## src/hw/lstm_config.svh

```systemverilog
`ifndef LSTM_CONFIG_SVH
`define LSTM_CONFIG_SVH

//////////////////////////////////////////////////////////////////////
// cell dimensions
//////////////////////////////////////////////////////////////////////

`define LSTM_IN_DIM     4   // x samples per step
`define LSTM_HID_DIM    4   // hidden units
`define LSTM_TERMS      8   // in + hid terms per dot product

// weight rows then one bias row per unit
`define LSTM_ROWS       36
`define LSTM_ADDR_W     6

//////////////////////////////////////////////////////////////////////
// fixed point formats
//////////////////////////////////////////////////////////////////////

`define LSTM_DATA_FRAC  12  // Q3.12 samples
`define LSTM_W_FRAC     13  // Q2.13 weights
`define LSTM_ONE        4096

`endif

```

## src/hw/lstm_pkg.sv

```systemverilog
`include "lstm_config.svh"

package lstm_pkg;

  // Q3.12 data word: x, h, c, bias and gate outputs
  typedef logic signed [15:0] sample_t;

  // Q2.13 kernel word
  typedef logic signed [15:0] weight_t;

  // sample times weight, 25 fraction bits, wraps mod 2^32
  typedef logic signed [31:0] acc_t;

  // saturated pre-activation, Q5.12
  typedef logic signed [17:0] preact_t;

  // four 16 bit fields, i f c o from the msb down
  typedef logic [63:0] gate_row_t;

  typedef logic [$clog2(`LSTM_HID_DIM)-1:0] unit_idx_t;  // hidden unit
  typedef logic [$clog2(`LSTM_TERMS)-1:0]   term_idx_t;  // dot product term

endpackage

```

## src/hw/lstm_weight_bank.sv

```systemverilog
`include "lstm_config.svh"

module lstm_weight_bank (
  input  logic                      clk,
  input  logic                      rst_n,
  input  logic                      cfg_we_i,
  input  logic [`LSTM_ADDR_W-1:0]   cfg_addr_i,
  input  lstm_pkg::gate_row_t       cfg_wdata_i,
  input  logic [`LSTM_ADDR_W-1:0]   w_addr_i,
  input  lstm_pkg::unit_idx_t       b_unit_i,
  output lstm_pkg::gate_row_t       w_row_o,
  output lstm_pkg::gate_row_t       b_row_o
);

  localparam int AW        = `LSTM_ADDR_W;
  localparam int ROWS      = `LSTM_ROWS;
  localparam int BIAS_BASE = `LSTM_HID_DIM * `LSTM_TERMS;  // bias rows follow kernels

  lstm_pkg::gate_row_t mem [ROWS];
  logic [AW-1:0]       b_addr;
  logic                wr_ok;

  // writes to rows 36..63 are dropped
  assign wr_ok = cfg_we_i && (cfg_addr_i < AW'(ROWS));

  //////////////////////////////////////////////////////////////////////
  // register file
  //////////////////////////////////////////////////////////////////////

  always_ff @(posedge clk)
  begin
    if (!rst_n)
    begin
      for (int r = 0; r < ROWS; r++)
      begin
        mem[r] <= '0;
      end
    end
    else if (wr_ok)
    begin
      mem[cfg_addr_i] <= cfg_wdata_i;
    end
  end

  // bias row of the unit the mac is closing
  assign b_addr = AW'(BIAS_BASE) + AW'(b_unit_i);

  // async reads of one kernel row and one bias row
  assign w_row_o = mem[w_addr_i];
  assign b_row_o = mem[b_addr];

endmodule

```

## config.mk

```make
export PLATFORM = sky130hd
export DESIGN_NAME = lstm_weight_bank
export DESIGN_NICKNAME = d
export VERILOG_FILES = /design/src/hw/lstm_pkg.sv /design/src/hw/lstm_weight_bank.sv
export VERILOG_INCLUDE_DIRS = /design/src /design/src/hw
export SDC_FILE = /design/constraint.sdc
export NUM_CORES = 2
export LEC_CHECK = 0
export ABC_CLOCK_PERIOD_IN_PS = 8700
export BUFFER_PORTS_ARGS = -buffer_cell sky130_fd_sc_hd__buf_4
export CAP_MARGIN = 20
export CORE_MARGIN = 5
export CORE_UTILIZATION = 63
export CTS_CLUSTER_SIZE = 28
export DETAILED_ROUTE_END_ITERATION = 10
export PLACE_DENSITY = 0.8
export SLEW_MARGIN = 20
export SYNTH_ARGS = -nofsm -noshare
export SYNTH_HDL_FRONTEND = slang
export SYNTH_SLANG_ARGS = --single-unit
```

## constraint.sdc

```tcl
create_clock -name clk -period 8.7 [get_ports clk]
set_input_delay 1.305 -clock clk [delete_from_list [all_inputs] [get_ports clk]]
set_output_delay 1.305 -clock clk [all_outputs]
set_load 0.005 [all_outputs]
```

Yosys cells after proc, flatten, opt, wreduce, memory -nomap -nowiden
Memories as Yosys holds them, arrays and structs flattened.
Index checks and enable logic that the tools add are counted.
{"block": "totals", "out_inout_bits": 128, "word_cells": 12, "register_bits": 0, "mem_count": 1, "mem_bits_rw": 2304}
{"block": "op_classes", "muxes": 7, "order_cmp": 1, "n_addsub": 1, "reduce_logical": 2}
{"memory": "mem", "words": 36, "word_bits": 64, "rd": 2, "rd_clocked_by_memory_dff": 0, "wr": 36, "line_no": "lstm_weight_bank.sv:19", "text": "lstm_pkg::gate_row_t mem [ROWS];"}
{"operator": "64-bit two-way mux", "n": 1}
{"operator": "64-bit OR reduction", "n": 1}
{"operator": "6-bit by 2-bit adder with 6-bit output (first input constant)", "n": 1}
{"operator": "6-bit < comparator (second input constant)", "n": 1}
{"operator": "6-bit two-way mux", "n": 1}
{"operator": "1-bit two-way mux", "n": 5}
{"operator": "1-bit logical AND", "n": 1}

Depth between registers and ports, before layout
{"block": "depth", "depth_word": 7, "mapped_depth": 10, "ltp_nobuf": 5}

Least setup slack after synthesis
No wires, ideal clock.
{"block": "synth_path", "kind": "in2reg", "startpoint": "in cfg_addr_i[2]", "endpoint": "mem mem[13][0] in the netlist's numbering (enable)", "setup_slack_ns": 1.019, "setup_ns": 0.575, "cell_stages": 5, "arrival_ns": 7.106, "required_time_ns": 8.125, "path_cell_list": "o31a_1 -> or3b_1 -> or3b_1 -> buf_6 -> o21ai_0"}
{"element": "start, declared", "line_no": "lstm_weight_bank.sv:7", "text": "input logic [`LSTM_ADDR_W-1:0] cfg_addr_i,"}
{"element": "end, declared", "line_no": "lstm_weight_bank.sv:19"}

Final worst setup path
{"block": "layout_path", "startpoint": "in w_addr_i[1]", "endpoint": "out w_row_o[19]"}
{"block": "layout_between", "elab_chain_len": 1}
{"element": "start, declared", "line_no": "lstm_weight_bank.sv:9", "text": "input logic [`LSTM_ADDR_W-1:0] w_addr_i,"}
{"element": "memory 36 x 64 bit"}
{"element": "end, declared", "line_no": "lstm_weight_bank.sv:11", "text": "output lstm_pkg::gate_row_t w_row_o,"}
No other way between the ends.

==> qor.csv <==
stage,metric,value,unit
clocking,clk_pin_slew,60,ps
global_routing,antenna_found_initial,65,
clocking,clockBufferDepth,4,
die,rows,192,
placed_design,place_hpwl,260400,µm
routing,routedWlPerCell,29.98,µm
cells_and_area,stdcell_count,15240,
cells_and_area,fillCellCount,15770,
sta,period_share,0.7309,
sta,timing.final.ws_setup,2341,ps
power_and_ir_drop,p_per_area,221.6,mW/mm²
die,initial_utilization,0.6325,
cells_and_area,multi_input_area,0.05387,mm²
cells_and_area,fin_util,0.7234,
routing,ant_nets,0,
clocking,htreeDepth,5,
cells_and_area,nets,11380,
clocking,root_buffer,clkbuf_16,
yosys,yosysWarnings,0,
die,boundaryPins,209,
global_routing,grt_overflow,0,
sta,drv_slew,0,
sta,relSlewSlack,0.2021,
yosys,ys_async_sr_fraction,0,
yosys,ys_types,41,
cells_and_area,regArea,0.1230,mm²
yosys,ys_ff_latch,4096,
clocking,cts_tree,built,
cells_and_area,reg_top3,mem x4096,
yosys,syn_area_per_cell,18.19,µm²
sta,hold_viol,0,
sta,setup_tns,0,ps
critical_path,worst_path_max_delay_cell,a2bb2oi_1,
cells_and_area,largest_reg_flops,4096,
yosys,synth.yosys.seq_area_share,0.7107,
clocking,clock-sinks,4096,
critical_path,cp_cell_sequence,"buf_8, buf_12, buf_4, nor2_2, buf_4, a2bb2oi_1, a31oi_1, nor2_1, buf_4",
critical_path,crit_top_cell,buf_4,
sta,rsz0062_at_grt,false,
critical_path,crit_required,7390,ps
die,die_y,534.1,µm
placed_design,place_inst,14470,
run,maxCapViolCount,0,
cells_and_area,regMostFlops,mem,
critical_path,critPathTopFamily,buffers and inverters,
clocking,postCtsHoldBufs,0,
cells_and_area,final_layout_size_suffix_gt1_frac,0.1847,
sta,finalSetupViolations,0,
power_and_ir_drop,power.leakage,70.37,nW
routing,wirelength,456900,µm
critical_path,max_stage_delay,630,ps
critical_path,critPathBufInv,5,
sta,fmax,0.1573,GHz
critical_path,crit_path_start_kind,primary input,
placed_design,post-place-ws,2498,ps
routing,num_vias,96020,
run_status,outcome,completed,
power_and_ir_drop,ir_drop,0.1898,mV
sta,worst_hold_slack,892.3,ps
critical_path,critPathMaxFanout,64,
global_routing,grt_pass1_wl,665300,µm
die,die_area,0.2853,mm²
routing,routed_via_density,6.301,
routing,dr.first_iter.drc_count,14380,
hold_path,hp-class,primary input to register,
routing,drcViolationCount,0,
critical_path,worstPathArrival,5050,ps
placed_design,port_buffers,208,
yosys,synth_area,0.1731,mm²
placed_design,gp_congestion,0.8312,
global_routing,grt_pass1_vias,99270,
critical_path,critical_path_class,primary input to output port,
cells_and_area,syn_to_final_growth,14.37,%
global_routing,grt.total_usage,0.3233,
sta,period_needed,6359,ps
critical_path,end_kind,output port,
clocking,numCtsBuffers,404,
clocking,cts-resized-gates,0,
die,die_x,534.1,µm
sta,worst_pin_slew,1197,ps
yosys,syn_inst,9517,
yosys,synth_ff_type,edfxtp_1,
routing,firstDrtPassIters,5,
yosys,synth-edff-count,4096,
global_routing,grt_max_degree,126,
clocking,postCtsSetupBuffers,0,
die,core-area,0.2736,mm²
report_power, final:
group / leakage [nW] / internal (W) / switching [W] / total, W
registers: 39.4 / 0.0230 / 0.000351 / 0.0234
clock network: 6.28 / 0.00980 / 0.00732 / 0.0171
logic: 24.7 / 0.00128 / 0.00207 / 0.00334
total: 70.4 / 0.0341 / 0.00974 / 0.0439
placed cells by master (no fill, tap or decap), types with 25 or more instances in the layout:
cell type  instances
a22oi_1          128
a41oi_1           25
and2_1          2305
buf_12            32
buf_4            352
bufinv_16         40
clkbuf_1          80
clkbuf_16        409
clkinv_1          99
clkinv_2          65
conb_1          1792
diode_2           37
edfxtp_1        4096
mux2i_1          132
mux4_2          1088
nand2_1          181
nand3_1          173
nand4_1           84
nor2_1            47
nor2_4            29
o21ai_0           44
o21ai_4           36
o221ai_1          39
o22ai_1           85
or2_2             27
or3_1             27
area by class of cell:
cell class,count,share of cell area
Antenna cell,37,0.0004678
Clock buffer,489,0.05322
Clock inverter,234,0.01174
Inverter,19,0.0003603
Multi-Input combinational cell,6379,0.2722
Sequential cell,4096,0.6214
Tap cell,3589,0.02269
Timing Repair Buffer,396,0.01796
worst paths after layout:
path                            start           to  depth (start not counted)
worst max-delay path      w_addr_i[1]  w_row_o[19]                          9
worst min-delay path  cfg_wdata_i[25]  mem[50][25]                          1
stage by stage:
step | cell area (µm²) | power (W)
final | 197900 | 0.04385
after global routing | 197900 | 0.04513
after CTS | 197700 | 0.04390
after detailed placement | 184800 | 0.02704
after global placement | 184700 | 0.02686
after floorplan | 179800 | 0.02564
cell usage after synthesis (45+ instances only):
library cell	count	area share
a22oi_1	128	0.0056
and2_1	2306	0.083
buf_1	45	0.00098
buf_2	161	0.0047
clkbuf_1	551	0.012
edfxtp_1	4096	0.71
mux2i_1	132	0.0076
mux4_2	1088	0.14
nand2_1	185	0.0040
nand3_1	173	0.0050
nand4_1	84	0.0030
nor2_1	68	0.0015
o21ai_0	80	0.0023
o22ai_1	85	0.0031
routing by layer:
| layer | track usage | up-vias | routed length [µm] |
|---|---|---|---|
| li1 | - | 38840 | - |
| met1 | 0.4269 | 48800 | 151100 |
| met2 | 0.5061 | 7057 | 217100 |
| met3 | 0.09251 | 1303 | 64470 |
| met5 | 0 | - | 126 |
| met4 | 0.1516 | 20 | 24050 |
cell families (layout without fill, tap and decap cells):
kind of cell | Yosys count | count (layout) | share of synthesized area
flip-flops | 4096 | 4096 | 0.7107
AND/OR/NAND/NOR | 2950 | 2950 | 0.1027
multiplexers | 1221 | 1221 | 0.1493
buffers and inverters | 833 | 1138 | 0.02060
AO/OA/AOI/OAI | 416 | 416 | 0.01677
other | 1 | 1829 | 0.00002167
No activity file was read; power rests on OpenSTA's default activity.
