$ cat src/hw/lstm_config.svh
`ifndef LSTM_CONFIG_SVH
`define LSTM_CONFIG_SVH

//////////////////////////////////////////////////////////////////////
// cell dimensions
//////////////////////////////////////////////////////////////////////

`define LSTM_IN_DIM     4   // x samples per step
`define LSTM_HID_DIM    4   // hidden units
`define LSTM_TERMS      8   // in + hid terms per dot product

// weight rows then one bias row per unit
`define LSTM_ROWS       36
`define LSTM_ADDR_W     6

//////////////////////////////////////////////////////////////////////
// fixed point formats
//////////////////////////////////////////////////////////////////////

`define LSTM_DATA_FRAC  12  // Q3.12 samples
`define LSTM_W_FRAC     13  // Q2.13 weights
`define LSTM_ONE        4096

`endif

$ cat src/hw/lstm_pkg.sv
`include "lstm_config.svh"

package lstm_pkg;

  // Q3.12 data word: x, h, c, bias and gate outputs
  typedef logic signed [15:0] sample_t;

  // Q2.13 kernel word
  typedef logic signed [15:0] weight_t;

  // sample times weight, 25 fraction bits, wraps mod 2^32
  typedef logic signed [31:0] acc_t;

  // saturated pre-activation, Q5.12
  typedef logic signed [17:0] preact_t;

  // four 16 bit fields, i f c o from the msb down
  typedef logic [63:0] gate_row_t;

  typedef logic [$clog2(`LSTM_HID_DIM)-1:0] unit_idx_t;  // hidden unit
  typedef logic [$clog2(`LSTM_TERMS)-1:0]   term_idx_t;  // dot product term

endpackage

$ cat src/hw/lstm_gate_mac.sv
`include "lstm_config.svh"

module lstm_gate_mac (
  input  logic                 clk,
  input  logic                 rst_n,
  input  logic                 term_vld_i,
  input  logic                 term_first_i,
  input  logic                 term_last_i,
  input  lstm_pkg::sample_t    operand_i,
  input  lstm_pkg::gate_row_t  w_row_i,
  input  lstm_pkg::gate_row_t  b_row_i,
  input  lstm_pkg::unit_idx_t  unit_i,
  output lstm_pkg::unit_idx_t  b_unit_o,
  output logic                 pre_vld_o,
  output lstm_pkg::unit_idx_t  pre_unit_o,
  output lstm_pkg::preact_t    pre_i_o,
  output lstm_pkg::preact_t    pre_f_o,
  output lstm_pkg::preact_t    pre_c_o,
  output lstm_pkg::preact_t    pre_o_o
);

  localparam int GW     = 16;                    // field width in a gate row
  localparam int ACC_W  = 32;
  localparam int W_FRAC = `LSTM_W_FRAC;
  localparam int SH_W   = ACC_W - W_FRAC;        // sum after the shift
  localparam int PMAX   = (1 << 17) - 1;         // preact_t limits
  localparam int PMIN   = -(1 << 17);

  logic                vld_d, first_d, last_d;   // aligned to product stage
  lstm_pkg::unit_idx_t unit_d;
  lstm_pkg::weight_t   w_s     [4];
  lstm_pkg::sample_t   bias_s  [4];
  lstm_pkg::acc_t      prod_q  [4];
  lstm_pkg::acc_t      acc_q   [4];
  lstm_pkg::acc_t      acc_nx  [4];
  logic signed [SH_W-1:0] acc_sh  [4];
  logic signed [SH_W:0]   pre_sum [4];
  lstm_pkg::preact_t   pre_q   [4];

  // clamp to 18 bit signed range
  function automatic lstm_pkg::preact_t sat_pre(input logic signed [SH_W:0] v);
    if (v > PMAX)
      return lstm_pkg::preact_t'(PMAX);
    else if (v < PMIN)
      return lstm_pkg::preact_t'(PMIN);
    else
      return v[17:0];
  endfunction

  //////////////////////////////////////////////////////////////////////
  // per gate field split, accumulate and bias add
  //////////////////////////////////////////////////////////////////////

  always_comb
  begin
    for (int g = 0; g < 4; g++)
    begin
      w_s[g]    = w_row_i[GW*(3-g) +: GW];   // g=0 is i at the top
      bias_s[g] = b_row_i[GW*(3-g) +: GW];
      acc_nx[g] = first_d ? prod_q[g] : acc_q[g] + prod_q[g];  // first term loads
      acc_sh[g] = acc_nx[g][ACC_W-1:W_FRAC];  // >>> 13, back to 12 frac bits
      pre_sum[g] = (SH_W+1)'(acc_sh[g]) + (SH_W+1)'(bias_s[g]);
    end
  end

  always_ff @(posedge clk)
  begin
    if (!rst_n)
    begin
      vld_d     <= 1'b0;
      first_d   <= 1'b0;
      last_d    <= 1'b0;
      unit_d    <= '0;
      pre_vld_o <= 1'b0;
    end
    else
    begin
      vld_d     <= term_vld_i;
      first_d   <= term_first_i;
      last_d    <= term_last_i;
      unit_d    <= unit_i;
      pre_vld_o <= vld_d && last_d;  // 2 cycles after the last term
    end
  end

  always_ff @(posedge clk)
  begin
    for (int g = 0; g < 4; g++)
    begin
      prod_q[g] <= operand_i * w_s[g];  // registered multiplier
      if (vld_d)
      begin
        acc_q[g] <= acc_nx[g];
      end
      if (vld_d && last_d)
      begin
        pre_q[g] <= sat_pre(pre_sum[g]);
      end
    end
    if (vld_d && last_d)
    begin
      pre_unit_o <= unit_d;
    end
  end

  assign b_unit_o = unit_d;  // bias read tracks the closing unit

  assign pre_i_o = pre_q[0];
  assign pre_f_o = pre_q[1];
  assign pre_c_o = pre_q[2];
  assign pre_o_o = pre_q[3];

endmodule

$ cat config.mk
export PLATFORM = sky130hd
export DESIGN_NAME = lstm_gate_mac
export DESIGN_NICKNAME = d
export VERILOG_FILES = /design/src/hw/lstm_pkg.sv /design/src/hw/lstm_gate_mac.sv
export VERILOG_INCLUDE_DIRS = /design/src /design/src/hw
export SDC_FILE = /design/constraint.sdc
export NUM_CORES = 2
export LEC_CHECK = 0
export BUFFER_PORTS_ARGS = -buffer_cell sky130_fd_sc_hd__buf_2
export CAP_MARGIN = 10
export CORE_MARGIN = 1
export CORE_UTILIZATION = 35
export DETAILED_ROUTE_END_ITERATION = 16
export GPL_TIMING_DRIVEN = 0
export PLACE_DENSITY_LB_ADDON = 0.08
export RECOVER_POWER = 25
export SYNTH_ARGS = -nofsm -noshare
export SYNTH_HDL_FRONTEND = slang
export SYNTH_SLANG_ARGS = --single-unit
$ cat constraint.sdc
create_clock -name clk -period 6.65 [get_ports clk]
set_input_delay 0.9975 -clock clk [delete_from_list [all_inputs] [get_ports clk]]
set_output_delay 0.9975 -clock clk [all_outputs]
set_load 0.02 [all_outputs]
# Word level (Yosys, flattened, before mapping)
# Memories as Yosys holds them, arrays and structs flattened.
# Cells that the tools add are included.
[totals]
reg_bits = 8
ram_bits = 328
inputBits = 151
output_inout_bits = 77
elab_cells = 50
n_memories = 3
[classes]
n_addsub = 8
mul = 4
magnitude_cmp = 8
mux = 20
reduce_logical = 1
[memory_table]
columns = ["name", "depth", "word_bits", "read_ports", "rd_ports_with_merged_regs", "wr", "line_no", "text"]
rows = [
  ["acc_q", 4, 32, 4, 0, 4, "lstm_gate_mac.sv:34", "lstm_pkg::acc_t acc_q [4];"],
  ["prod_q", 4, 32, 4, 0, 4, "lstm_gate_mac.sv:33", "lstm_pkg::acc_t prod_q [4];"],
  ["pre_q", 4, 18, 4, 0, 4, "lstm_gate_mac.sv:38", "lstm_pkg::preact_t pre_q [4];"],
]
[op_table]
columns = ["operator", "count"]
rows = [
  ["$mux W18", 12],
  ["$add A32 B32 Y32", 4],
  ["$mul A16 B16 Y32", 4],
  ["$mux W32", 4],
  ["$add A19 B16 Y20", 4],
  ["$gt A20 B18 Y1 const B", 4],
  ["$lt A20 B18 Y1 const B", 4],
  ["$mux W1", 4],
  ["$logic_and A1 B1 Y1", 1],
]

# Logic depth before layout (Yosys ltp)
[logic_depth]
depth_word = 7
ltp_mapped = 27
depth_no_buf = 25

# Least setup slack after synthesis
# Ideal clock, no wire load.
[synth_timing]
path_type = "input to register"
from = "in operand_i[14]"
to = "mem prod_q[2][31] in the netlist's numbering"
setup_time_ns = 0.120
t_arrival_ns = 7.077
t_required_ns = 6.530
slack_ns = -0.547
cell_stages = 24
path_buffers = 2
cell_sequence = "clkbuf_1 clkbuf_1 nand2_1 fa_1 inv_1 fa_1 inv_1 fa_1 inv_1 fa_1 inv_1 fa_1 fa_1 inv_1 ha_1 or2_2 a311o_1 a221oi_1 o221ai_1 o2111ai_1 nand3_1 nor2_1 a21oi_1 xnor2_1"
[synth_lines]
columns = ["item", "line_no", "text"]
rows = [
  ["from (decl)", "lstm_gate_mac.sv:9", "input lstm_pkg::sample_t operand_i,"],
  ["to (decl)", "lstm_gate_mac.sv:33", ""],
]

==> flow_summary.json <==
{
  "rsz0062_at_grt": "true",
  "fin_util_pct": 41.4,
  "syn_inst": 6344,
  "die-area_mm2": 0.170,
  "min_path_type": "flop to flop",
  "clk_pin_slew_ns": 0.06,
  "detail-route-antenna-nets": 0,
  "ios": 228,
  "netlist.area_leader.share_pct": 35.9,
  "dp.cells": 8773,
  "finalSetupViolCount": 1,
  "drt-vias-per-instance": 5.00,
  "synth_nets": 8083,
  "finClkSkew_ns": 0.0175,
  "grt.total_usage_pct": 24.3,
  "use_met3_pct": 3.31,
  "grt_pass1_wl_um": 304000,
  "worstSetupStartpointType": "input port",
  "drt-pass1-iter-count": 5,
  "cts_buffers": 39,
  "crit_chain": "clkbuf_4, clkbuf_16, nand2_1, fa_1, fa_1, fa_1, inv_2, fa_1, inv_1, fa_1, fa_1, inv_2, ha_4, or2_4, a311o_1, a221oi_4, o221ai_2, o2111ai_2, nand3_2, nor2_4, a21oi_2, xnor2_4",
  "die_y_um": 412,
  "busiest_layer": "met2",
  "grt_max_degree": 59,
  "drive_gt1_share_pct": 13.3,
  "gp_congestion": 0.890,
  "path_buf_inv": 5,
  "postSynth.asyncResetShare_pct": 0,
  "synth.distinct_cells": 95,
  "cts_buffer_depth": 3,
  "start_util_pct": 35.2,
  "required_ns": 7.07,
  "drv_slew": 169,
  "worst_skew_pair.late_latency_ns": 0.57,
  "netlist_area_mm2": 0.0589,
  "period_share_pct": 101,
  "drcViolationCount": 0,
  "rows": 150,
  "synth_ff_type": "edfxtp_1",
  "post_drt_wl_per_cell_um": 22.9,
  "hold_violations": 0,
  "avgSynthCellArea_um2": 9.29,
  "drtIter0Drc": 2836,
  "use_met2_pct": 39.5,
  "synth-edff-count": 202,
  "yosys.area.top_type": "fa_1",
  "ys_ff_latch": 336,
  "relSlewSlack_pct": -131,
  "slowest_stage": "fa_1",
  "synthTopCellsByArea": "fa_1 (36%), ha_1 (11%), edfxtp_1 (10%), inv_1 (8.1%), nand2_1 (5.2%)",
  "yosysSeqAreaShare_pct": 14.8,
  "port_buffers": 211,
  "finalWirelength_um": 206000,
  "cp_data_arrival_time_ns": 7.14,
  "cp-end-kind": "flop",
  "die_w_um": 412,
  "fmaxAchievable_mhz": 149,
  "status": "finished, violations left",
  "path_class": "input port to flop",
  "grt_util_met1_pct": 34.2,
  "worst_slack_ns": -0.0666,
  "hpwl_um": 168000,
  "cts_tree": "done",
  "grt_antenna_before_repair": 42,
  "ys_warn_count": 0,
  "worst_pin_slew_ns": 3.47,
  "syn_to_final_growth_pct": 17.4,
  "layoutNonFillerInstCount": 9018,
  "violations": "max-capacitance violations, max-slew violations, negative setup slack",
  "vias": 45050,
  "h-tree-depth": 2,
  "cts.sinks": 336,
  "crit_family": "adder cells",
  "grt_pass1_vias": 46714,
  "cp_common_cell": "fa_1",
  "maxCapViolCount": 3,
  "core_area_mm2": 0.167,
  "post-synth-top-count-cell": "inv_1",
  "worstPathMaxFanout": 10,
  "fin_nets": 8511,
  "overflow": 0,
  "clock-root-buffer": "clkbuf_16",
  "synthTopCellsByCount": "inv_1 (1266), fa_1 (1056), nand2_1 (823), ha_1 (532), and2_1 (380)",
  "crit_path_max_incr_delay_ns": 0.57,
  "finalCriticalPeriod_ns": 6.72
}
==> final timing paths <==
path,start,end,slack [ns],cells past startpoint
worst max register to register,first_d,pre_q[0][3],0.27,19
worst min register to register,b_unit_o[0],pre_unit_o[0],0.43,0
worst max-delay path,operand_i[1],prod_q[2][31],-0.07,22
worst min-delay path,b_unit_o[0],pre_unit_o[0],0.43,0
==> layout make-up <==
cell class	instances	area, µm²
diodes	12	30.0
inverters	1269	4780
well taps	2204	2760
plain buffers	216	2810
fillers	16682	98000
repair buffers	392	2890
flip-flops and latches	336	8750
clock buffers	51	1100
multi-input cells	4518	45900
clock inverters	20	179
==> metal layers <==
layer | part of all wire [%] | routed length (µm)
met5 | 0.078 | 161
met4 | 2.5 | 5260
met3 | 6.1 | 12500
met2 | 46 | 94100
met1 | 46 | 94200
==> kinds of logic (layout without fill, tap and decap cells) <==
| group | after synthesis | in the layout | synth area share, % |
|---|---|---|---|
| compound gates | 933 | 933 | 10.3 |
| other cells | 0 | 12 | 0 |
| simple gates | 1686 | 1686 | 13.5 |
| mux | 12 | 12 | 0.231 |
| buf+inv | 1490 | 1948 | 9.53 |
| flops | 336 | 336 | 14.8 |
| xor+xnor | 299 | 299 | 4.44 |
| fa+ha+maj | 1588 | 1588 | 47.2 |
==> cell usage in the layout, fill, tap and decap left out, types with 21 or more instances in the layout <==
cell type / synthesis / final
inv_1: 1266 / 1224
fa_1: 1056 / 1031
nand2_1: 823 / 803
ha_1: 532 / 493
and2_1: 380 / 372
o21ai_0: 234 / 213
edfxtp_1: 202 / 202
a21oi_1: 214 / 199
buf_2: 8 / 197
xnor2_1: 203 / 190
nor2_1: 190 / 187
a21o_1: 163 / 163
buf_4: 0 / 153
dfxtp_1: 134 / 134
clkbuf_16: 0 / 102
xor2_1: 96 / 93
nand2b_1: 66 / 66
o21a_1: 58 / 57
nand3_1: 55 / 49
nor3_1: 53 / 49
clkbuf_1: 207 / 44
inv_2: 0 / 38
o21bai_1: 34 / 33
ha_4: 0 / 31
buf_8: 0 / 30
clkbuf_4: 0 / 29
clkbuf_8: 0 / 28
buf_6: 2 / 27
fa_2: 0 / 25
clkbuf_2: 0 / 24
nor2b_1: 23 / 23
o211ai_1: 21 / 21
buf_12: 0 / 21
o21ai_1: 10 / 21
==> stage by stage <==
step	worst slack [ns]	setup TNS, ns	cell area (µm²)	hold WS (ns)
3_3_place_gp	-2.83	-331.24	63300	0.416
3_5_place_dp	-2.59	-146.30	63500	0.420
2_1_floorplan	-0.00188	-0.00188	59500	0.444
6_report	-0.0666	-0.0666	69200	0.430
5_1_grt	-0.133	-0.736	69200	0.457
4_1_cts	-0.00178	-0.00178	67800	0.436
==> sequential cells by signal, summed over array words and instances (netlist names) <==
name	cells
pre_unit_o	2
vld_d	1
b_unit_o	2
pre_q	72
acc_q	128
first_d	1
pre_vld_o	1
prod_q	128
last_d	1
==> timing repair <==
item	4_1_cts	5_1_grt
setup buffers	86	72
setup endpoints to repair	144	85
cloned	4	6
pin swaps	63	131
resized for setup	472	279
hold buffers	0	0
==> worst reg2reg max path: stages (launching register included) <==
cell,delay (ns)
dfxtp_1,0.53
clkbuf_2,0.43
clkdlybuf4s15_2,0.61
clkdlybuf4s15_1,0.76
clkbuf_2,0.56
nand2_1,0.10
nand2_1,0.18
ha_1,0.31
a21o_1,0.22
nand2_1,0.06
nor4bb_1,0.36
o21bai_1,0.19
a31oi_4,0.23
o21ai_1,0.16
or2_2,0.30
a2111oi_0,0.40
or4_1,0.18
buf_2,0.18
clkbuf_4,0.22
o21ai_0,0.11
Power is left out: the tool's default activity adds up to more than one toggle a clock period on the data nets, which glitch-free logic cannot reach.
