===== src/hw/lstm_config.svh =====
`ifndef LSTM_CONFIG_SVH
`define LSTM_CONFIG_SVH

//////////////////////////////////////////////////////////////////////
// cell dimensions
//////////////////////////////////////////////////////////////////////

`define LSTM_IN_DIM     4   // x samples per step
`define LSTM_HID_DIM    4   // hidden units
`define LSTM_TERMS      8   // in + hid terms per dot product

// weight rows then one bias row per unit
`define LSTM_ROWS       36
`define LSTM_ADDR_W     6

//////////////////////////////////////////////////////////////////////
// fixed point formats
//////////////////////////////////////////////////////////////////////

`define LSTM_DATA_FRAC  12  // Q3.12 samples
`define LSTM_W_FRAC     13  // Q2.13 weights
`define LSTM_ONE        4096

`endif


===== src/hw/lstm_pkg.sv =====
`include "lstm_config.svh"

package lstm_pkg;

  // Q3.12 data word: x, h, c, bias and gate outputs
  typedef logic signed [15:0] sample_t;

  // Q2.13 kernel word
  typedef logic signed [15:0] weight_t;

  // sample times weight, 25 fraction bits, wraps mod 2^32
  typedef logic signed [31:0] acc_t;

  // saturated pre-activation, Q5.12
  typedef logic signed [17:0] preact_t;

  // four 16 bit fields, i f c o from the msb down
  typedef logic [63:0] gate_row_t;

  typedef logic [$clog2(`LSTM_HID_DIM)-1:0] unit_idx_t;  // hidden unit
  typedef logic [$clog2(`LSTM_TERMS)-1:0]   term_idx_t;  // dot product term

endpackage


===== src/hw/lstm_activation.sv =====
`include "lstm_config.svh"

module lstm_activation (
  input  logic                 clk,
  input  logic                 rst_n,
  input  logic                 pre_vld_i,
  input  lstm_pkg::unit_idx_t  pre_unit_i,
  input  lstm_pkg::preact_t    pre_i_i,
  input  lstm_pkg::preact_t    pre_f_i,
  input  lstm_pkg::preact_t    pre_c_i,
  input  lstm_pkg::preact_t    pre_o_i,
  output logic                 act_vld_o,
  output lstm_pkg::unit_idx_t  act_unit_o,
  output lstm_pkg::sample_t    gate_i_o,
  output lstm_pkg::sample_t    gate_f_o,
  output lstm_pkg::sample_t    gate_g_o,
  output lstm_pkg::sample_t    gate_o_o
);

  localparam int ONE = `LSTM_ONE;

  // x/4 + 0.5, clamped to 0..1
  function automatic lstm_pkg::sample_t hard_sigmoid(input lstm_pkg::preact_t x);
    logic signed [31:0] t;
    t = (x >>> 2) + ONE / 2;
    if (t < 0)
      return '0;
    else if (t > ONE)
      return lstm_pkg::sample_t'(ONE);
    else
      return t[15:0];
  endfunction

  // clamp to -1..1
  function automatic lstm_pkg::sample_t hard_tanh(input lstm_pkg::preact_t x);
    if (x > ONE)
      return lstm_pkg::sample_t'(ONE);
    else if (x < -ONE)
      return lstm_pkg::sample_t'(-ONE);
    else
      return x[15:0];
  endfunction

  always_ff @(posedge clk)
  begin
    if (!rst_n)
      act_vld_o <= 1'b0;
    else
      act_vld_o <= pre_vld_i;
  end

  // payload follows the valid by one cycle
  always_ff @(posedge clk)
  begin
    act_unit_o <= pre_unit_i;
    gate_i_o   <= hard_sigmoid(pre_i_i);
    gate_f_o   <= hard_sigmoid(pre_f_i);
    gate_g_o   <= hard_tanh(pre_c_i);   // candidate
    gate_o_o   <= hard_sigmoid(pre_o_i);
  end

endmodule


===== config.mk =====
export PLATFORM = sky130hd
export DESIGN_NAME = lstm_activation
export DESIGN_NICKNAME = d
export VERILOG_FILES = /design/src/hw/lstm_pkg.sv /design/src/hw/lstm_activation.sv
export VERILOG_INCLUDE_DIRS = /design/src /design/src/hw
export SDC_FILE = /design/constraint.sdc
export NUM_CORES = 1
export LEC_CHECK = 0
export ABC_AREA = 1
export BUFFER_PORTS_ARGS = -buffer_cell sky130_fd_sc_hd__buf_2
export CAP_MARGIN = 20
export CORE_MARGIN = 2
export CORE_UTILIZATION = 40
export CTS_CLUSTER_SIZE = 10
export DETAILED_ROUTE_END_ITERATION = 16
export PLACE_DENSITY = 0.86
export SYNTH_ARGS = -nofsm -noshare
export SYNTH_HDL_FRONTEND = slang
export SYNTH_SLANG_ARGS = --single-unit

===== constraint.sdc =====
create_clock -name clk -period 1.8 [get_ports clk]
set_clock_uncertainty 0.05 [all_clocks]
set_input_delay 0.18 -clock clk [delete_from_list [all_inputs] [get_ports clk]]
set_output_delay 0.18 -clock clk [all_outputs]
set_load 0.01 [all_outputs]

# Word level (Yosys, flattened, before mapping)
# Cells that the tools add are included.
[op_classes]
addsub = 3
order_cmp = 8
n_mux = 4
reduce_logical = 4
[op_table]
columns = ["op", "count"]
rows = [
  ["16-bit by 13-bit adder with 17-bit output (second input constant)", 3],
  ["17-bit by 14-bit greater-than comparator with 1-bit output (second input constant)", 3],
  ["17-bit by 1-bit < comparator with 1-bit output (second input constant)", 3],
  ["13-bit 2-to-1 mux", 3],
  ["18-bit by 14-bit greater-than comparator with 1-bit output (second input constant)", 1],
  ["18-bit by 13-bit < comparator with 1-bit output (second input constant)", 1],
  ["16-bit 2-to-1 mux", 1],
  ["2-bit OR reduction", 4],
]
[word_totals]
register_bits = 67
inputBits = 77

# Depth between registers and ports, before layout
[logic_depth]
depth_word = 3
depth_mapped = 9

# Worst setup path before layout
# OpenSTA, ideal clock, no wires.
[synth_timing]
kind = "in2reg"
start = "in pre_f_i[13]"
end = "reg gate_f_o[0]"
setup_ps = 64
t_arrival_ps = 1029
required_time_ps = 1686
setup_slack_ps = 657
stages = 9
path_cell_list = "ha_1 > inv_1 > nand2_1 > nand2_1 > nand3_1 > nor2_1 > nand3_2 > buf_6 > nor2_1"
[synth_via]
elab_chain_cells = 3
word_cells_on_any_way = 4
classes_between = "add/sub (1); order compare (2); reduce/logical (1)"
[synth_lines]
columns = ["item", "line_no", "rtl"]
rows = [
  ["start: declaration", "lstm_activation.sv:9", "input lstm_pkg::preact_t pre_f_i,"],
  ["16-bit by 13-bit adder with 17-bit output *", "lstm_activation.sv:25", "t = (x >>> 2) + ONE / 2;"],
  ["17-bit by 1-bit < comparator with 1-bit output / 17-bit by 14-bit greater-than comparator with 1-bit output (equally long branches)", "lstm_activation.sv:26, lstm_activation.sv:28", ""],
  ["2-bit OR reduction (no line) *", "n/a", ""],
  ["end signal: assignment", "lstm_activation.sv:57", "gate_f_o <= hard_sigmoid(pre_f_i);"],
  ["end: declaration", "lstm_activation.sv:15", "output lstm_pkg::sample_t gate_f_o,"],
]
# Every way passes the cells marked *; elsewhere a longest branch is shown, timed or not.
# A chain may end at the register's enable or synchronous reset.

# Worst setup path in the final report
[layout_timing]
start = "in pre_i_i[13]"
end = "reg gate_i_o[2]"
[layout_via]
elab_chain_cells = 3
word_cells_on_any_way = 4
classes_between = "add/sub (1); order compare (2); reduce/logical (1)"
[layout_lines]
columns = ["item", "line_no", "rtl"]
rows = [
  ["start: declaration", "lstm_activation.sv:8", "input lstm_pkg::preact_t pre_i_i,"],
  ["16-bit by 13-bit adder with 17-bit output *", "lstm_activation.sv:25", ""],
  ["17-bit by 1-bit < comparator with 1-bit output / 17-bit by 14-bit greater-than comparator with 1-bit output (equally long branches)", "lstm_activation.sv:26, lstm_activation.sv:28", ""],
  ["2-bit OR reduction (no line) *", "n/a", ""],
  ["end signal: assignment", "lstm_activation.sv:56", "gate_i_o <= hard_sigmoid(pre_i_i);"],
  ["end: declaration", "lstm_activation.sv:14", "output lstm_pkg::sample_t gate_i_o,"],
]
# Marked as above.

==> impl_metrics.prom <==
# TYPE chip_impl_metric gauge
chip_impl_metric{name="critPathMaxStageDelay",unit="ns"} 0.53
chip_impl_metric{name="p_int",unit="W"} 0.00225
chip_impl_info{name="buffer_cell_driving_the_clock_tree_root",value="clkbuf_8"} 1
chip_impl_metric{name="seq_area_frac_synth",unit=""} 0.589
chip_impl_metric{name="placement.setup.worst_slack",unit="ns"} 0.311
chip_impl_metric{name="netSwitchingFraction",unit=""} 0.236
chip_impl_metric{name="gr-usage-met2",unit=""} 0.300
chip_impl_info{name="cpLargestDelayFamily",value="buffers and inverters"} 1
chip_impl_metric{name="min_period_over_period",unit=""} 0.900
chip_impl_metric{name="drt-pass1-iter-count",unit=""} 4
chip_impl_metric{name="yosys_register_bits",unit=""} 67
chip_impl_metric{name="maximum_number_of_pins_on_one_net_before_global_route_repair",unit=""} 13
chip_impl_metric{name="drt-wirelength-per-cell",unit="um"} 9.49
chip_impl_info{name="timing.hold.worst.class",value="input port to register"} 1
chip_impl_metric{name="max-cap-violations",unit=""} 0
chip_impl_info{name="top_cell_type_by_total_area_after_synthesis",value="dfxtp_1"} 1
chip_impl_metric{name="finalMaxSlewViolations",unit=""} 0
chip_impl_metric{name="core.rowCount",unit=""} 27
chip_impl_metric{name="first_global_vias",unit=""} 2008
chip_impl_metric{name="setup-violations-final",unit=""} 0
chip_impl_metric{name="grt_util_all_layers",unit=""} 0.162
chip_impl_metric{name="finalWorstSetupSlack",unit="ns"} 0.181
chip_impl_metric{name="totalNegativeSetupSlack",unit="ns"} 0
chip_impl_metric{name="antenna_cells_inserted",unit=""} 0
chip_impl_metric{name="fraction_of_final_layout_cells_sized_beyond_drive_strength_1",unit=""} 0.354
chip_impl_metric{name="nNetsFinal",unit=""} 519
chip_impl_metric{name="synth-warning-count",unit=""} 0
chip_impl_info{name="slowest_stage",value="dlygate4sd3_1"} 1
chip_impl_info{name="grt_setup_unrepaired",value="false"} 1
chip_impl_info{name="timing.critical_path.cells",value="dlygate4sd3_1 -> buf_2 -> ha_1 -> xnor2_1 -> nand3_1 -> nor2_1 -> nand2_1 -> nor2_1"} 1
chip_impl_info{name="tritoncts_clock_tree",value="done"} 1
chip_impl_info{name="grt.busiest_layer",value="met2"} 1
chip_impl_metric{name="mappedNetlistArea",unit="um2"} 2280
chip_impl_info{name="outcome",value="completed"} 1
chip_impl_metric{name="total_leakage_power",unit="nW"} 1.94
chip_impl_metric{name="vias",unit=""} 2126
chip_impl_metric{name="cts-buffers-inserted",unit=""} 9
chip_impl_metric{name="post_cts_resized",unit=""} 0
chip_impl_metric{name="floorplan.initialDensity",unit=""} 0.413
chip_impl_metric{name="worst_case_clock_buffer_depth",unit=""} 2
chip_impl_metric{name="detail_route.iter0.violations",unit=""} 22
chip_impl_metric{name="synth_cell_type_count",unit=""} 21
chip_impl_metric{name="antenna_violations_before_repair",unit=""} 0
chip_impl_metric{name="critical_path_depth",unit=""} 8
chip_impl_metric{name="irDropWorstVdd",unit="uV"} 443
chip_impl_metric{name="final_period_minus_worst_setup_slack",unit="ns"} 1.62
chip_impl_info{name="crit_path_start_kind",value="input port"} 1
chip_impl_metric{name="io_buffers",unit=""} 137
chip_impl_metric{name="worst-path-max-fanout",unit=""} 12
chip_impl_metric{name="min_path_cells",unit=""} 3
chip_impl_metric{name="drt.antenna.violating_nets",unit=""} 0
chip_impl_metric{name="wirelength",unit="um"} 4900
chip_impl_metric{name="max_freq",unit="MHz"} 618
chip_impl_info{name="synth.area.top_cells",value="dfxtp_1 59%, nor2_1 11%, inv_1 10%, nand2_1 7.4%, nand3_1 2.6%"} 1
chip_impl_metric{name="grt_overflow_total",unit=""} 0
chip_impl_metric{name="core_area",unit="um2"} 5510
chip_impl_metric{name="fp.dieH",unit="um"} 79.4
chip_impl_metric{name="place.detailed.hpwl",unit="um"} 3940
chip_impl_metric{name="drc_errors",unit=""} 0
chip_impl_info{name="criticalPathCategory",value="input port to register"} 1
chip_impl_metric{name="clkSlewWorstSetupHoldPaths",unit="ns"} 0.07
chip_impl_metric{name="powerDensity",unit="nW/um2"} 898
chip_impl_metric{name="finalWeightedCongestion",unit=""} 0.797
chip_impl_metric{name="postSynthAreaPerCell",unit="um2"} 8.01
chip_impl_metric{name="crit_required",unit="ns"} 1.99
chip_impl_metric{name="routed_via_density",unit=""} 4.12
chip_impl_metric{name="htree_num_levels",unit=""} 3
chip_impl_metric{name="ctsHoldBuffers",unit=""} 6
chip_impl_metric{name="hold_violations_final",unit=""} 0
chip_impl_metric{name="post_cts_buffers",unit=""} 0
chip_impl_metric{name="die_x",unit="um"} 79.4
chip_impl_metric{name="cts.sinks",unit=""} 67
chip_impl_info{name="worst_path_most_repeated_cell",value="nor2_1"} 1
chip_impl_metric{name="p_clk_frac",unit=""} 0.368
chip_impl_metric{name="boundaryPins",unit=""} 144
chip_impl_metric{name="worst-endpoint-arrival",unit="ns"} 1.81
chip_impl_metric{name="synthToLayoutAreaGrowth",unit="%"} 43.9
chip_impl_metric{name="worst-path-buf-inv",unit=""} 2
chip_impl_metric{name="p_comb_frac",unit=""} 0.106
chip_impl_metric{name="yosys.area.top_type_share",unit=""} 0.589
chip_impl_metric{name="grt_pass1_wl",unit="um"} 8030
chip_impl_metric{name="synthesis.instances",unit=""} 284
chip_impl_metric{name="globalRouteMet3Util",unit=""} 0.0554
chip_impl_metric{name="power_switching",unit="W"} 0.000694
chip_impl_metric{name="area_of_the_die",unit="um2"} 6310
chip_impl_metric{name="global_route.usage.met1",unit=""} 0.168
chip_impl_metric{name="seqPwrFrac",unit=""} 0.525
chip_impl_info{name="critical_path.endpoint_type",value="register"} 1
==> registers in the layout, indices dropped and copies added (netlist names) <==
register / cells
gate_g_o: 16
act_unit_o: 2
gate_i_o: 16
gate_o_o: 16
gate_f_o: 16
act_vld_o: 1
==> routing by layer <==
| metal | up-vias | wire [um] |
|---|---|---|
| met3 | 6 | 406 |
| li1 | 1124 | - |
| met5 | - | 0 |
| met2 | 85 | 2490 |
| met1 | 911 | 1950 |
| met4 | 0 | 56 |
==> synthesized netlist by cell type <==
library cell	count
buf_6	2
inv_1	61
nor3_1	2
nand3_2	2
buf_4	1
xnor2_1	1
dfxtp_1	67
a21boi_0	2
buf_2	1
nand3_1	12
nor2_1	68
xor2_1	1
o21ai_0	4
nand2_1	45
nand3b_1	1
ha_1	3
nand4_1	4
or2_2	1
conb_1	1
nor2_2	2
clkbuf_1	3
==> through the flow <==
stage,utilization,hold slack (ns),cell area (um2),instances,power (W)
detailed placement,0.551,0.235,3040,494,0.00188
finish,0.595,0.0271,3280,516,0.00294
floorplan,-,0.158,2310,292,0.00173
global placement,0.551,0.233,3040,494,0.00187
CTS,0.595,0.00418,3280,516,0.00299
global route,0.595,0.0113,3280,516,0.00310
==> final timing paths <==
check | start | to
hold / removal | pre_c_i[1] | gate_g_o[1]
setup / recovery | pre_i_i[13] | gate_i_o[2]
==> placed cells by master (no fill, tap or decap), drive strengths merged <==
master,instances
dfxtp,67
dlygate4sd3,6
nand3b,1
nor2,70
nand3,14
buf,137
clkbuf,12
o21ai,4
ha,3
nand2,45
nor3,2
nand4,4
xor2,1
inv,61
clkinvlp,2
conb,9
or2,1
a21boi,2
xnor2,1
clkinv,2
==> power groups by stage <==
stage	Clock (W)	Combinational [W]	Sequential, W
2_1_floorplan	0	0.000119	0.00161
3_3_place_gp	0	0.000293	0.00158
3_5_place_dp	0	0.000304	0.00158
4_1_cts	0.00113	0.000315	0.00155
5_1_grt	0.00119	0.000357	0.00155
6_report	0.00108	0.000313	0.00155
==> tightest hold or removal path: stages <==
cell and delay (ns):
buf_2 0.10, inv_1 0.04, nor2_1 0.03
==> final cells by class <==
class | count | area, um2
clock buffer | 12 | 155
timing repair buffer | 143 | 746
sequential | 67 | 1340
multi-input combinational | 157 | 689
fill | 482 | 2230
clock inverter | 4 | 25.0
inverter | 61 | 229
tap | 72 | 90.1
==> kinds of logic (layout without fill, tap and decap cells) <==
family,after synthesis,in the layout,synth area share
AOI/OAI and AO/OA,6,6,0.0154
xor gates and xnor gates,2,2,0.00770
adders and majority gates,3,3,0.0165
buffers and inverters,68,220,0.121
DFF,67,67,0.589
other,1,9,0.00165
and+or+nand+nor,137,137,0.248
Note: power is estimated with default switching activity, not from simulation.
