## src/hw/lstm_config.svh

```systemverilog
`ifndef LSTM_CONFIG_SVH
`define LSTM_CONFIG_SVH

//////////////////////////////////////////////////////////////////////
// cell dimensions
//////////////////////////////////////////////////////////////////////

`define LSTM_IN_DIM     4   // x samples per step
`define LSTM_HID_DIM    4   // hidden units
`define LSTM_TERMS      8   // in + hid terms per dot product

// weight rows then one bias row per unit
`define LSTM_ROWS       36
`define LSTM_ADDR_W     6

//////////////////////////////////////////////////////////////////////
// fixed point formats
//////////////////////////////////////////////////////////////////////

`define LSTM_DATA_FRAC  12  // Q3.12 samples
`define LSTM_W_FRAC     13  // Q2.13 weights
`define LSTM_ONE        4096

`endif

```

## src/hw/lstm_pkg.sv

```systemverilog
`include "lstm_config.svh"

package lstm_pkg;

  // Q3.12 data word: x, h, c, bias and gate outputs
  typedef logic signed [15:0] sample_t;

  // Q2.13 kernel word
  typedef logic signed [15:0] weight_t;

  // sample times weight, 25 fraction bits, wraps mod 2^32
  typedef logic signed [31:0] acc_t;

  // saturated pre-activation, Q5.12
  typedef logic signed [17:0] preact_t;

  // four 16 bit fields, i f c o from the msb down
  typedef logic [63:0] gate_row_t;

  typedef logic [$clog2(`LSTM_HID_DIM)-1:0] unit_idx_t;  // hidden unit
  typedef logic [$clog2(`LSTM_TERMS)-1:0]   term_idx_t;  // dot product term

endpackage

```

## src/hw/lstm_state_update.sv

```systemverilog
`include "lstm_config.svh"

module lstm_state_update (
  input  logic                 clk,
  input  logic                 rst_n,
  input  logic                 clear_state_i,
  input  logic                 act_vld_i,
  input  lstm_pkg::unit_idx_t  act_unit_i,
  input  lstm_pkg::sample_t    gate_i_i,
  input  lstm_pkg::sample_t    gate_f_i,
  input  lstm_pkg::sample_t    gate_g_i,
  input  lstm_pkg::sample_t    gate_o_i,
  output lstm_pkg::sample_t    h_prev_o [`LSTM_HID_DIM],
  output logic                 commit_o,
  output logic                 dout_vld_o,
  output lstm_pkg::unit_idx_t  dout_idx_o,
  output lstm_pkg::sample_t    dout_o
);

  localparam int HID  = `LSTM_HID_DIM;
  localparam int DF   = `LSTM_DATA_FRAC;
  localparam int ONE  = `LSTM_ONE;
  localparam int SMAX = 32767;
  localparam int SMIN = -32768;

  lstm_pkg::sample_t  c_mem  [HID];  // cell state per unit
  lstm_pkg::sample_t  h_cur  [HID];  // committed h, feeds the recurrent terms
  lstm_pkg::sample_t  h_next [HID];  // h being built this step
  lstm_pkg::sample_t  c_old, c_new, c_tanh, h_new;
  logic signed [31:0] fc_p, ig_p, c_sum, h_p;
  logic               last_unit;

  //////////////////////////////////////////////////////////////////////
  // c and h for the unit at the input
  //////////////////////////////////////////////////////////////////////

  always_comb
  begin
    c_old = c_mem[act_unit_i];
    fc_p  = gate_f_i * c_old;                // f * c_old
    ig_p  = gate_i_i * gate_g_i;             // i * g
    c_sum = (fc_p >>> DF) + (ig_p >>> DF);

    // saturate to 16 bits
    if (c_sum > SMAX)
      c_new = lstm_pkg::sample_t'(SMAX);
    else if (c_sum < SMIN)
      c_new = lstm_pkg::sample_t'(SMIN);
    else
      c_new = c_sum[15:0];

    // hard tanh of the new cell state
    if (c_new > ONE)
      c_tanh = lstm_pkg::sample_t'(ONE);
    else if (c_new < -ONE)
      c_tanh = lstm_pkg::sample_t'(-ONE);
    else
      c_tanh = c_new;

    h_p   = gate_o_i * c_tanh;
    h_new = h_p[DF +: 16];   // |h| <= 1.0, fits
  end

  assign last_unit = (act_unit_i == lstm_pkg::unit_idx_t'(HID - 1));

  always_ff @(posedge clk)
  begin
    if (!rst_n || clear_state_i)
    begin
      for (int k = 0; k < HID; k++)
      begin
        c_mem[k] <= '0;
        h_cur[k] <= '0;
      end
      dout_vld_o <= 1'b0;
      commit_o   <= 1'b0;
    end
    else
    begin
      dout_vld_o <= act_vld_i;
      commit_o   <= act_vld_i && last_unit;
      if (act_vld_i)
      begin
        c_mem[act_unit_i] <= c_new;
        // whole vector swaps in with the last unit
        if (last_unit)
        begin
          for (int k = 0; k < HID; k++)
          begin
            h_cur[k] <= (k == HID - 1) ? h_new : h_next[k];
          end
        end
      end
    end
  end

  // output word and staging buffer
  always_ff @(posedge clk)
  begin
    if (act_vld_i)
    begin
      h_next[act_unit_i] <= h_new;
      dout_idx_o         <= act_unit_i;
      dout_o             <= h_new;
    end
  end

  assign h_prev_o = h_cur;

endmodule

```

## config.mk

```make
export PLATFORM = sky130hd
export DESIGN_NAME = lstm_state_update
export DESIGN_NICKNAME = d
export VERILOG_FILES = /design/src/hw/lstm_pkg.sv /design/src/hw/lstm_state_update.sv
export VERILOG_INCLUDE_DIRS = /design/src /design/src/hw
export SDC_FILE = /design/constraint.sdc
export NUM_CORES = 2
export LEC_CHECK = 0
export BUFFER_PORTS_ARGS = -buffer_cell sky130_fd_sc_hd__buf_2
export CAP_MARGIN = 20
export CORE_MARGIN = 1
export CORE_UTILIZATION = 24
export CTS_CLUSTER_SIZE = 12
export DETAILED_ROUTE_END_ITERATION = 7
export GPL_ROUTABILITY_DRIVEN = 0
export GPL_TIMING_DRIVEN = 0
export HOLD_SLACK_MARGIN = 0.03
export PLACE_DENSITY = 0.39
export SYNTH_ARGS = -nofsm -noshare
export SYNTH_HDL_FRONTEND = slang
export SYNTH_SLANG_ARGS = --single-unit
```

## constraint.sdc

```tcl
create_clock -name clk -period 49.6 [get_ports clk]
set_clock_uncertainty 0.05 [all_clocks]
set_input_delay 4.96 -clock clk [delete_from_list [all_inputs] [get_ports clk]]
set_output_delay 4.96 -clock clk [all_outputs]
set_load 0.02 [all_outputs]
```

== After elaboration in Yosys (flattened, before gate mapping) ==
Memories as Yosys holds them, arrays and structs flattened. A register that Yosys moved wholly into a read port is not among the register bits.
Index checks and enable logic that the tools add are counted.

* Register bits after elaboration: 36
* Memory bits (writable): 128
* Input port bits: 70
* Output and inout port bits: 84
* Memories: 2

{| class="wikitable"
|+ Memory list
! memory !! depth !! width !! read ports !! clocked after Yosys merged registers in !! wr ports !! line !! RTL
|-
| c_mem || 4 || 16 || 1 || 0 || 4 || lstm_state_update.sv:26 || <nowiki>lstm_pkg::sample_t c_mem [HID];</nowiki>
|-
| h_next || 4 || 16 || 3 || 3 || 1 || lstm_state_update.sv:28 || <nowiki>lstm_pkg::sample_t h_next [HID];</nowiki>
|}

* Add/sub/neg operators: 1
* $mul: 3
* Order comparisons: 4
* Equal/unequal tests: 1
* Multiplexer cells: 13
* Reduce and logical (&&, ||, !) cells: 5

{| class="wikitable"
|+ Operator list
! operator !! count
|-
| $mux W16 || 5
|-
| $mul A16 B16 Y32 || 2
|-
| $mul A16 B16 Y28 || 1
|-
| $add A20 B20 Y21 || 1
|-
| $gt A21 B16 Y1 const B || 1
|-
| $lt A21 B16 Y1 const B || 1
|-
| $gt A16 B14 Y1 const B || 1
|-
| $lt A16 B13 Y1 const B || 1
|-
| $reduce_or A16 Y1 || 1
|-
| $mux W1 || 7
|-
| $eq A2 B2 Y1 const B || 1
|-
| $mux W2 || 1
|-
| $reduce_and A2 Y1 || 1
|-
| $logic_and A1 B1 Y1 || 1
|-
| $logic_not A1 Y1 || 1
|-
| $logic_or A1 B1 Y1 || 1
|}

== Logic depth before layout (Yosys ltp) ==
An unclocked memory read counts as a cell.

* Depth in word-level cells: 10
* Depth in mapped cells: 68

== Worst setup path after synthesis ==
No wires, ideal clock.

* Path type: input port to flip-flop
* Start point: input port act_unit_i[0]
* End point: register h_cur (netlist bit h_prev_o[15])
* Setup time: 117 ps
* Arrival time: 20,343 ps
* Data required time: 49,433 ps
* Path slack: 29,090 ps
* Stages: 59
* Buffers on the path: 5
* Cell sequence: buf_1 > mux4_2 > clkbuf_1 > and2_1 > fa_1 > inv_1 > fa_1 > fa_1 > inv_1 > fa_1 > fa_1 > inv_1 > fa_1 > inv_1 > ha_1 > a21oi_1 > o21ai_0 > o41ai_1 > [... 23 more ...] > fa_1 > inv_1 > fa_1 > fa_1 > inv_1 > fa_1 > inv_1 > ha_1 > nand2_1 > a211oi_1 > nand3_1 > or4b_2 > o32ai_1 > nor4_1 > o21ai_0 > nor2_1 > xor2_1 > a22o_1

* Cells in the longest elaborated chain, start to end: 10

{| class="wikitable"
|+ RTL lines
! what !! line !! RTL
|-
| from (decl) || lstm_state_update.sv:8 || <nowiki>input lstm_pkg::unit_idx_t act_unit_i,</nowiki>
|-
| $mem_v2 Z4 W16 * || n/a ||
|-
| $mul A16 B16 Y32 * || lstm_state_update.sv:40 || <nowiki>fc_p = gate_f_i * c_old;</nowiki>
|-
| $add A20 B20 Y21 * || lstm_state_update.sv:42 || <nowiki>c_sum = (fc_p >>> DF) + (ig_p >>> DF);</nowiki>
|-
| $lt A21 B16 Y1 || lstm_state_update.sv:47 || <nowiki>else if (c_sum < SMIN)</nowiki>
|-
| $mux W16 || lstm_state_update.sv:47 ||
|-
| $mux W16 * || lstm_state_update.sv:45 || <nowiki>if (c_sum > SMAX)</nowiki>
|-
| $lt A16 B13 Y1 || lstm_state_update.sv:55 || <nowiki>else if (c_new < -ONE)</nowiki>
|-
| $mux W16 || lstm_state_update.sv:55 ||
|-
| $mux W16 * || lstm_state_update.sv:53 || <nowiki>if (c_new > ONE)</nowiki>
|-
| $mul A16 B16 Y28 * || lstm_state_update.sv:60 || <nowiki>h_p = gate_o_i * c_tanh;</nowiki>
|-
| via h_p[27] || lstm_state_update.sv:30 || <nowiki>logic signed [31:0] fc_p, ig_p, c_sum, h_p;</nowiki>
|-
| to (signal, indexed assignment) || lstm_state_update.sv:90 || <nowiki>h_cur[k] <= (k == HID - 1) ? h_new : h_next[k];</nowiki>
|-
| to (decl) || lstm_state_update.sv:27 || <nowiki>lstm_pkg::sample_t h_cur [HID];</nowiki>
|}

The timed path passes the listed nets; every way through them passes the cells marked *.
A chain may end at the register's enable or synchronous reset.

== Final worst setup path ==
* Start point: input port act_unit_i[0]
* End point: memory h_next[1][15] (netlist name), data pin

* Cells in the longest elaborated chain, start to end: 10

{| class="wikitable"
|+ RTL lines
! what !! line
|-
| $mem_v2 Z4 W16 * || n/a
|-
| $mul A16 B16 Y32 * || lstm_state_update.sv:40
|-
| $add A20 B20 Y21 * || lstm_state_update.sv:42
|-
| $lt A21 B16 Y1 || lstm_state_update.sv:47
|-
| $mux W16 || lstm_state_update.sv:47
|-
| $mux W16 * || lstm_state_update.sv:45
|-
| $lt A16 B13 Y1 || lstm_state_update.sv:55
|-
| $mux W16 || lstm_state_update.sv:55
|-
| $mux W16 * || lstm_state_update.sv:53
|-
| $mul A16 B16 Y28 * || lstm_state_update.sv:60
|-
| via h_p[27] || lstm_state_update.sv:30
|-
| to (decl) || lstm_state_update.sv:28
|}

Marks and branches as above.

==> impl_metrics.json <==
{
  "syn_avg_cell_area_um2": 9.750,
  "ys.flop_type": "edfxtp_1",
  "netlist_area_mm2": 0.03572,
  "nets": 4917,
  "maxCapViolations": 0,
  "fp.dieH_um": 387.8,
  "synthesis.nets": 4736,
  "synth.distinct_cells": 79,
  "r2r.worst_path.cells": 57,
  "post-route-drc-count": 0,
  "cts_resized": 0,
  "hold_depth": 1,
  "hpwl_mm": 89.76,
  "yosys.area.top_type": "fa_1",
  "slew_headroom_pct": 26.08,
  "start_util_pct": 24.19,
  "hold_viol": 0,
  "clock-sinks": 196,
  "cts_max_level": 4,
  "worst-path-max-fanout": 10,
  "die_area_mm2": 0.1504,
  "num_vias": 24470,
  "ys.warnings.count": 0,
  "ys_seq_area_share_pct": 14.63,
  "die_width_um": 387.8,
  "required_ps": 49710,
  "end_kind": "register",
  "crit_slowest_cell": "mux4_2",
  "min_period_ps": 24930,
  "critical_path.max_stage_delay_ps": 740,
  "report.final.slew_viol_count": 0,
  "cts.hold.buffers_added": 0,
  "grt_pass1_wl_mm": 165.2,
  "drive_gt1_share_pct": 6.637,
  "synth_top_area_share_pct": 42.09,
  "ys_ff_latch": 196,
  "clk_latency_ps": 440,
  "final_antenna_net_count": 0,
  "io-pin-count": 154,
  "reg2reg_to": "h_next[1][15]$_DFFE_PP_",
  "startpoint_type": "input pin",
  "path_clk_slew_ps": 70,
  "setup_viol": 0,
  "vias_per_cell": 4.227,
  "hold_path_end": "h_prev_o[50]$_SDFFE_PP0P_",
  "fmax_mhz": 40.11,
  "antenna_found_initial": 4,
  "io_buffers": 153,
  "ys_top_cells_by_count": "899 x inv_1, 751 x fa_1, 406 x nand2_1",
  "syn_to_final_growth_pct": 10.87,
  "grt-busiest-layer": "met2",
  "grt_use_met2_pct": 25.29,
  "netlist_instances": 3663,
  "crit_top_cell": "fa_1",
  "yosysMostFrequentCell": "inv_1",
  "tightestPinTransition_ps": 1106,
  "fin_area_mm2": 0.03960,
  "r2r_start": "c_mem[3][4]$_DFFE_PP_",
  "initialDrtViolationCount": 1209,
  "criticalPathCategory": "in2reg",
  "synth_edf_count": 130,
  "grt_pass1_vias": 27200,
  "synth-async-reset-ratio_pct": 0,
  "overflow": 0,
  "wl_mm": 104.7,
  "synth_area_leaders": "fa_1 42%, edfxtp_1 11%, inv_1 9.4%, ha_1 8.8%, and2_1 6.0%",
  "postCtsSetupRepairBufs": 0,
  "status": "complete, no violations",
  "r2r_setup_slack_ps": 29850,
  "grtUsageMet3_pct": 0.8547,
  "cts_made_buffers": 17,
  "rsz0062_at_grt": "false",
  "worstHoldStart": "h_next[0][2]$_DFFE_PP_",
  "hold_class": "reg2reg",
  "placementRows": 141,
  "tritoncts": "yes",
  "final_util_pct": 26.82,
  "finalSetupTns_ps": 0,
  "fill_cells": 15850,
  "root_buffer": "clkbuf_16",
  "grtUsageMet1_pct": 19.54,
  "dpl_cell_area_mm2": 0.03903,
  "min_period_over_period_pct": 50.26,
  "clockBufferDepth": 2,
  "coreArea_mm2": 0.1477,
  "routedWlPerCell_um": 18.09,
  "first_pass_iters": 5,
  "grt_util_all_layers_pct": 14.38,
  "cp_data_arrival_time_ps": 25040,
  "grt_max_degree": 22
}
layer usage:
layer / routed length (um) / vias up
met5: 9 / -
met4: 1725 / 2
met3: 2590 / 77
met2: 52270 / 320
met1: 48150 / 12670
li1: - / 11400
worst max-delay path by stage:
stage	startpoint	to	slack, ps	depth (start not counted)
6_report	act_unit_i[0]	h_next[1][15]$_DFFE_PP_	24670	59
2_1_floorplan	act_unit_i[0]	h_prev_o[15]$_SDFFE_PP0P_	29090	59
4_1_cts	act_unit_i[0]	h_next[1][15]$_DFFE_PP_	24240	59
5_1_grt	act_unit_i[0]	h_prev_o[15]$_SDFFE_PP0P_	23310	60
3_3_place_gp	act_unit_i[0]	dout_o[15]$_DFFE_PP_	22870	59
3_5_place_dp	act_unit_i[0]	dout_o[15]$_DFFE_PP_	23810	59
state kept, by name, summed over array words and instances, names as in the netlist:
name / count
dout_o: 16
h_prev_o: 64
c_mem: 64
dout_idx_o: 2
h_next: 48
dout_vld_o: 1
commit_o: 1
cell usage in the layout (no fill, tap or decap), types with 9 or more instances in the layout:
| cell | n |
|---|---|
| or3_1 | 9 |
| mux4_2 | 15 |
| dfxtp_1 | 66 |
| a21oi_1 | 67 |
| a22o_1 | 62 |
| nor2_1 | 132 |
| and2_1 | 341 |
| or2_2 | 10 |
| inv_1 | 899 |
| clkbuf_1 | 120 |
| nand2_1 | 406 |
| a211oi_1 | 10 |
| o21bai_1 | 9 |
| nand4_1 | 9 |
| nor3_1 | 20 |
| nand3_1 | 18 |
| clkbuf_16 | 19 |
| buf_2 | 161 |
| o21a_1 | 13 |
| edfxtp_1 | 130 |
| o21ai_0 | 34 |
| a21o_1 | 23 |
| fa_1 | 751 |
| nand2b_1 | 25 |
| ha_1 | 252 |
| nor2b_1 | 10 |
| xor2_1 | 28 |
| xnor2_1 | 73 |
stage by stage:
stage	hold slack [ps]	instances	setup WS, ps
3_3_place_gp	387.8	5746	22870
3_5_place_dp	389.9	5755	23810
4_1_cts	397.3	5787	24240
5_1_grt	411.1	5787	23310
2_1_floorplan	385.8	3663	29090
6_report	398.3	5789	24670
worst max-delay path, delay by kind of cell:
kind	cells	cell delay, ps
adder cells (fa/ha/maj)	15	6890
XOR/XNOR	2	850
AND/OR/NAND/NOR	13	4350
AO/OA/AOI/OAI	13	4330
multiplexers	1	740
buffers and inverters	15	2850
area by class of cell:
class                           instances  area, um^2  area share (%)
Tap cell                             1930        2415           6.098
Clock inverter                          8       58.81          0.1485
Inverter                              901        3382           8.541
Clock buffer                           24       509.2           1.286
Sequential cell                       196        5225           13.19
Multi-Input combinational cell       2434       26600           67.18
Buffer                                132       525.5           1.327
Antenna cell                            2       5.005         0.01264
Timing Repair Buffer                  162       875.8           2.212
kinds of logic (layout without fill, tap and decap cells):
logic type / Yosys count / count (layout) / synth area share [%]
other cells: 0 / 2 / 0
xor+xnor: 101 / 101 / 2.477
buf+inv: 1033 / 1227 / 10.94
fa+ha+maj: 1003 / 1003 / 50.92
flops: 196 / 196 / 14.63
compound gates: 293 / 293 / 5.889
simple gates: 1018 / 1018 / 14.07
mux: 19 / 19 / 1.068
Power is not shown: default switching activity piles up to over one toggle a cycle in this logic, so the estimate is an artifact.
